`config.mk`:
```
export PLATFORM = sky130hd
export DESIGN_NAME = dct_1d
export DESIGN_NICKNAME = d
export VERILOG_FILES = /design/src/source/dct_types_pkg.sv /design/src/source/dct_ctrl_pkg.sv /design/src/source/dct_1d.sv
export SDC_FILE = /design/constraint.sdc
export NUM_CORES = 2
export LEC_CHECK = 0
export BUFFER_PORTS_ARGS = -buffer_cell sky130_fd_sc_hd__buf_4
export CAP_MARGIN = 30
export CORE_ASPECT_RATIO = 0.8
export CORE_MARGIN = 2
export CORE_UTILIZATION = 35
export DETAILED_ROUTE_END_ITERATION = 10
export PLACE_DENSITY = 0.55
export SETUP_SLACK_MARGIN = 0.2
export SLEW_MARGIN = 20
export SYNTH_ARGS = -nofsm -noshare
export SYNTH_HDL_FRONTEND = slang
export SYNTH_SLANG_ARGS = --single-unit
export TNS_END_PERCENT = 10
```
`constraint.sdc`:
```
create_clock -name clk -period 11.7 [get_ports clk]
set_input_delay 0.585 -clock clk [delete_from_list [all_inputs] [get_ports clk]]
set_output_delay 0.585 -clock clk [all_outputs]
set_load 0.01 [all_outputs]
```
`src/source/dct_types_pkg.sv`:
```
package dct_types_pkg;

    // ########################################
    // Block geometry.
    // ########################################
    localparam int N_PT  = 8;   // Points per row, rows per block.
    localparam int CNT_W = 3;   // Row and column index width.

    // ########################################
    // Sample widths.
    // ########################################
    localparam int PIX_W  = 9;  // Signed input samples.
    localparam int ROW_W  = 13; // After the row pass, also the buffer width.
    localparam int COL_W  = 15; // Final coefficients.
    localparam int COEF_W = 12; // Signed table entries.

    // Rounding shifts of the two passes.
    localparam int ROW_SHIFT = 8;
    localparam int COL_SHIFT = 10;

    // Transpose RAM, two 16-bit lanes per word.
    localparam int RAM_AW = 6;
    localparam int RAM_DW = 32;

    // ########################################
    // DCT basis, scaled by 1024.
    // ########################################
    // Row k holds basis k over sample index n.
    localparam logic signed [COEF_W-1:0] DCT_COEF [N_PT][N_PT] = '{
        '{ 362,  362,  362,  362,  362,  362,  362,  362},
        '{ 502,  426,  284,  100, -100, -284, -426, -502},
        '{ 473,  196, -196, -473, -473, -196,  196,  473},
        '{ 426, -100, -502, -284,  284,  502,  100, -426},
        '{ 362, -362, -362,  362,  362, -362, -362,  362},
        '{ 284, -502,  100,  426, -426, -100,  502, -284},
        '{ 196, -473,  473, -196, -196,  473, -473,  196},
        '{ 100, -284,  426, -502,  502, -426,  284, -100}
    };

endpackage

```
`src/source/dct_ctrl_pkg.sv`:
```
package dct_ctrl_pkg;

    // ########################################
    // 1D transform sequencer.
    // ########################################

    // IDLE waits for a row.
    // ACCUM runs one sample per cycle through the MACs.
    // HOLD presents the result until it is taken.
    typedef enum logic [1:0] {
        IDLE,
        ACCUM,
        HOLD
    } mac_state_e;

endpackage

```
`src/source/dct_1d.sv`:
```
module dct_1d #(
    parameter int IN_W  = dct_types_pkg::PIX_W,
    parameter int OUT_W = dct_types_pkg::ROW_W,
    parameter int SHIFT = dct_types_pkg::ROW_SHIFT
) (
    input  logic                              clk,
    input  logic                              resetn,

    input  logic signed [IN_W-1:0]            d_i [dct_types_pkg::N_PT],
    input  logic [dct_types_pkg::CNT_W-1:0]   d_cnt_i,
    input  logic                              d_valid_i,
    output logic                              d_hold_o,

    output logic signed [OUT_W-1:0]           q_o [dct_types_pkg::N_PT],
    output logic [dct_types_pkg::CNT_W-1:0]   q_cnt_o,
    output logic                              q_valid_o,
    input  logic                              q_hold_i
);

    // Eight products of IN_W x COEF_W bits.
    localparam int ACC_W = IN_W + dct_types_pkg::COEF_W + dct_types_pkg::CNT_W;

    dct_ctrl_pkg::mac_state_e               state;
    logic [dct_types_pkg::CNT_W-1:0]        idx;
    logic signed [IN_W-1:0]                 d_r [dct_types_pkg::N_PT];
    logic signed [ACC_W-1:0]                acc [dct_types_pkg::N_PT];
    logic signed [ACC_W-1:0]                rnd [dct_types_pkg::N_PT];
    logic                                   in_xfer;
    logic                                   out_xfer;
    logic [dct_types_pkg::N_PT*OUT_W-1:0]   q_flat;

    assign in_xfer  = d_valid_i & ~d_hold_o;
    assign out_xfer = q_valid_o & ~q_hold_i;

    // ########################################
    // Sequencer.
    // ########################################
    always_ff @(posedge clk) begin
        if (!resetn) begin
            state    <= dct_ctrl_pkg::IDLE;
            idx      <= '0;
            d_hold_o <= 1'b0;
        end else begin
            case (state)
                dct_ctrl_pkg::IDLE: begin
                    if (in_xfer) begin
                        state    <= dct_ctrl_pkg::ACCUM;
                        d_hold_o <= 1'b1; // One row in flight.
                    end
                end
                dct_ctrl_pkg::ACCUM: begin
                    idx <= idx + 1'b1; // Wraps back to zero.
                    if (&idx) begin
                        state <= dct_ctrl_pkg::HOLD;
                    end
                end
                dct_ctrl_pkg::HOLD: begin
                    if (out_xfer) begin
                        state    <= dct_ctrl_pkg::IDLE;
                        d_hold_o <= 1'b0;
                    end
                end
                default: begin
                    state <= dct_ctrl_pkg::IDLE;
                end
            endcase
        end
    end

    // ########################################
    // MAC datapath.
    // ########################################
    always_ff @(posedge clk) begin
        if (in_xfer) begin
            d_r     <= d_i;
            q_cnt_o <= d_cnt_i;
            for (int k = 0; k < dct_types_pkg::N_PT; k++) begin
                acc[k] <= '0;
            end
        end else if (state == dct_ctrl_pkg::ACCUM) begin
            // Sample idx times column idx of the basis.
            for (int k = 0; k < dct_types_pkg::N_PT; k++) begin
                acc[k] <= acc[k] + d_r[idx] * dct_types_pkg::DCT_COEF[k][idx];
            end
        end
    end

    // Round half up, then clip to OUT_W.
    always_comb begin
        for (int k = 0; k < dct_types_pkg::N_PT; k++) begin
            rnd[k] = (acc[k] + (ACC_W'(1) <<< (SHIFT - 1))) >>> SHIFT;
            if (rnd[k][ACC_W-1:OUT_W-1] == '0 || rnd[k][ACC_W-1:OUT_W-1] == '1) begin
                q_o[k] = rnd[k][OUT_W-1:0];
            end else if (rnd[k][ACC_W-1]) begin
                q_o[k] = {1'b1, {(OUT_W - 1){1'b0}}};
            end else begin
                q_o[k] = {1'b0, {(OUT_W - 1){1'b1}}};
            end
        end
    end

    assign q_valid_o = (state == dct_ctrl_pkg::HOLD);

    always_comb begin
        for (int k = 0; k < dct_types_pkg::N_PT; k++) begin
            q_flat[k*OUT_W +: OUT_W] = q_o[k];
        end
    end

    // Output row is frozen while it waits.
    a_q_stable: assert property (@(posedge clk) disable iff (!resetn)
        q_valid_o && q_hold_i |=> q_valid_o && $stable(q_flat) && $stable(q_cnt_o));

    // No new row may land during accumulation.
    a_hold_accum: assert property (@(posedge clk) disable iff (!resetn)
        state == dct_ctrl_pkg::ACCUM |-> d_hold_o);

endmodule

```
; Word-level counts from Yosys, hierarchy flattened
; Memory sizes are Yosys's and may differ from the RTL's.
; Cells that the tools add are included.
[totals]
ff_bits = 81
ram_bits = 192
mem_bits_ro = 768
input_bits = 79
out_inout_bits = 109
wordCells = 149
memories = 9
[memory_table]
columns = name, depth, width, rd, rd_ports_with_merged_regs, write_ports, line_no
row1 = acc, 8, 24, 8, 0, 8, dct_1d.sv:26  ; logic signed [ACC_W-1:0] acc [dct_types_pkg::N_PT];
row2 = (name not given), 8, 12, 1, 0, 0, dct_1d.sv:83  ; acc[k] <= acc[k] + d_r[idx] * dct_types_pkg::DCT_COEF[k][idx];
row3 = (name not given), 8, 12, 1, 0, 0, dct_1d.sv:83
row4 = (name not given), 8, 12, 1, 0, 0, dct_1d.sv:83
row5 = (name not given), 8, 12, 1, 0, 0, dct_1d.sv:83
row6 = (name not given), 8, 12, 1, 0, 0, dct_1d.sv:83
row7 = +3 memories, -, -, -, -, -, -
[op_classes]
addsub = 17
mul = 8
n_lt_le_gt_ge = 1
n_eq_ne = 13
muxes = 55
bitwise = 13
reduce_logical = 21
[op_table]
columns = op, count
row1 = 13-bit two-way mux, 16
row2 = 24-bit by 21-bit adder with 24-bit output, 8
row3 = "24-bit by 9-bit adder with 24-bit output, second input constant", 8
row4 = 12-bit two-way mux, 16
row5 = 24-bit two-way mux, 8
row6 = 9-bit by 12-bit multiplier with 21-bit output, 8
row7 = "12-bit == test, second input constant", 8
row8 = 12-bit logical NOT, 8
row9 = 9-bit binary-select mux with 3-bit select, 1
row10 = 9-bit two-way mux, 2
row11 = 3-bit AND reduction, 3
row12 = 1-bit logical OR, 8
row13 = 1-bit OR, 8
row14 = 1-bit two-way mux, 7
row15 = 2-bit two-way mux, 3
row16 = 2-bit case mux with 3 select lines, 1
row17 = "4-bit >= comparator, second input constant", 1
row18 = "2-bit != test, second input constant", 2
row19 = 3-bit NOT with 4-bit output, 1
row20 = "3-bit by 1-bit adder with 3-bit output, second input constant", 1
row21 = 1-bit AND, 2
row22 = "2-bit by 1-bit == test with 1-bit output, second input constant", 1
row23 = "2-bit == test, second input constant", 1
row24 = 2-bit logical NOT, 1
row25 = other kinds (4), 5

; Logic depth before layout (Yosys ltp)
[depth]
depth_word = 7
depth_mapped = 31
ltp_nobuf = 28

; Least setup slack after synthesis
; Ideal clock, no wire load.
[synth_path]
path_kind = flip-flop to flip-flop
startpoint = register idx[0] in the netlist's numbering
endpoint = memory acc[5][20] in the netlist's numbering (data pin)
setup_time_ns = 0.266
t_arrival_ns = 7.040
t_required_ns = 11.434
slack_ns = 4.394
path_stages_with_launch = 26
n_path_buf = 5
synth_period_minus_slack_ns = 7.306
path_cell_list = dfxtp_1 > buf_2 > buf_2 > buf_2 > clkinv_1 > ha_1 > clkbuf_1 > xnor2_1 > clkbuf_1 > nand2_1 > fa_1 > inv_1 > fa_1 > fa_1 > fa_1 > inv_1 > fa_1 > inv_1 > ha_1 > a2111oi_0 > o21ai_0 > a211oi_1 > o21ai_0 > a31oi_1 > xor2_1 > nor2_1
[synth_lines]
columns = item, line_no
row1 = start: declaration, dct_1d.sv:24  ; logic [dct_types_pkg::CNT_W-1:0] idx;
row2 = start signal: assignment, dct_1d.sv:52  ; idx <= idx + 1'b1;
row3 = end: declaration, dct_1d.sv:26

==> run metrics <==
outcome=finished clean; Layout area overhead=10.1%; Cell Rows=~120; Synthesis Warnings=0; clk sinks=between 200 and 300; Clk pin slew, worst setup/hold paths=0.06 ns; TritonRoute pass-1 iters=6; worst-path fanout max=44; cell repeated most along the worst path=fa_1; CTS tree=done; Final Util=0.390; Max Freq=112 MHz; post-synth top area share=0.303; max-cap violation count=0; Final Max Tran Viols=0; Worst path max stage delay=about 0.8 ns; register area=0.00796 mm²; Layout fillers=12700; Hold Slack=0.188 ns; All-Layer GR Usage=0.184; CTS resizes=0; Setup CP Type=flip-flop to flip-flop; largest net degree at the start of global routing=123; GPL Wtd Cong=0.932; synthesized instance count=4818; Cell variety after synth=92; Final Hold Viols=0; Antenna Nets Post-Route=0; NumNets Final=6255; EDFF count, synth=roughly 260; CORE AREA=0.128 mm²; WL/cell=approximately 18 µm; initial DRC count=2301; Hold-fix buffers, CTS=0; Longest Clk Path Bufs=3; Worst EP required=11.99 ns; Via density=just under 5; worst slew pin tran=1.00 ns; final setup violation count=0; Main synth FF type=edfxtp_1; setup TNS=0 ns; final worst setup slack=2.77 ns; Cell Area, Synth=0.0453 mm²; syn avg cell area=9.39 µm²; CP max stage cell=clkinv_1; Hold Path Class=input port to flip-flop; Worst EP arrival=9.22 ns; initial core utilization=0.354; final WL=~120000 µm; area leader, netlist=fa_1; share of cells above drive strength 1=0.0698; Num CTS Buffers=38; asr flop ratio synth=0; global route overflow=0; Vias=32400; Die Area=0.132 mm²; Post-CTS Setup Repair Bufs=0; normalized max-slew margin=0.312; top area cells in the synthesized netlist=fa_1 (30%), edfxtp_1 (17%), ha_1 (15%); Ports=188; htree depth=2; Root Buffer=clkbuf_16; worst path bufs/invs=7; Yosys reg bits=between 200 and 300; DIE WIDTH=406 µm; area of the multi-input gates=0.0323 mm²; DRC Markers=0; CP top delay family=buffers and inverters; Seq/Total Area, Yosys=0.176; Die H=about 330 µm; IO Port Bufs=approximately 190; DP Worst Slack=2.52 ns; Worst setup SP type=flip-flop; Tmin final=8.93 ns; Synth Net Count=between 6000 and 7000; antenna violations before repair=2; Worst-Skew Late Latency=about 0.57 ns; crit end category=flip-flop; first-pass GRT wire length=between 150000 and 200000 µm; vias in the first global route=32800; period utilization=0.763; skew final=approximately 0.024 ns; HPWL after detailed placement=between 90000 and 100000 µm; RSZ-0062 raised after global routing=false
## state kept, by name, summed over array words and instances (netlist names)
| signal | cells |
|---|---|
| acc | 186 |
| d_r | 72 |
| idx | 3 |
| q_cnt_o | 3 |
| state | 2 |
| d_hold_o | 1 |
## cell usage in the layout, fill, tap and decap left out, types with 11 or more instances in the layout
cell type and count:
ha_1 532, nor2_1 382, a31oi_1 28, o21ai_0 160, and3_1 34, nand2_1 265
xor2_1 124, fa_1 684, a21oi_1 190, mux2i_1 20, xnor2_1 167, nand2b_1 34
o31ai_1 11, o21ai_2 12, buf_4 216, nand3_1 82, o21a_1 34, mux2_2 12
clkbuf_16 39, o211ai_1 15, nor3_1 35, a21o_1 82, a211oi_1 24, o21bai_1 25
nor2b_1 19, and2_1 52, inv_1 1201, edfxtp_1 261, nand4_1 33
## stage by stage
step                      std cells  cell area, µm²
after floorplan                4818           45300
after global placement         6639           48600
after detailed placement       6640           48600
after CTS                      6705           49800
after global routing           6710           49800
final                          6711           49800
## layout make-up
type                            instances  share of cell area
Multi-Input combinational cell       3220               0.647
Clock buffer                           47              0.0204
Inverter                             1212              0.0913
Timing Repair Buffer                  221              0.0346
Antenna cell                            1           0.0000502
Tap cell                             1725              0.0433
Clock inverter                         18             0.00319
Sequential cell                       267               0.160
## final timing paths
check                     to      from  slack (ns)  depth (start not counted)
hold / removal        d_r[7]    d_i[7]        0.19                          1
hold reg to reg     state[0]  state[1]        0.49                          1
setup reg to reg  acc[3][23]    idx[2]        2.77                         27
setup / recovery  acc[3][23]    idx[2]        2.77                         27
## cell usage after synthesis (35+ instances only)
master    number
inv_1       1202
fa_1         684
ha_1         532
nor2_1       384
nand2_1      267
edfxtp_1     261
a21oi_1      190
xnor2_1      167
o21ai_0      160
xor2_1       124
a21o_1        82
nand3_1       82
clkbuf_1      73
and2_1        52
nor3_1        35
o21a_1        35
## cell families (layout without fill, tap and decap cells)
| group | Yosys count | after routing | synth area share |
|---|---|---|---|
| other cells | 1 | 2 | 0.0000829 |
| xor+xnor | 291 | 291 | 0.0563 |
| compound gates | 673 | 673 | 0.0943 |
| fa+ha+maj | 1217 | 1217 | 0.450 |
| flops | 267 | 267 | 0.176 |
| simple gates | 999 | 999 | 0.101 |
| mux | 39 | 39 | 0.0109 |
| buf+inv | 1331 | 1498 | 0.112 |
## routing by layer
layer,GRT usage,routed length (µm),up-vias,share of wire
met4,0.0402,2710,0,0.023
met1,0.277,58000,15700,0.49
met2,0.262,49200,955,0.41
met3,0.0462,9590,176,0.080
met5,0,0,-,0
li1,-,-,15500,-
Power is left out: the tool's default activity adds up to more than one toggle a clock period on the data nets, which glitch-free logic cannot reach.
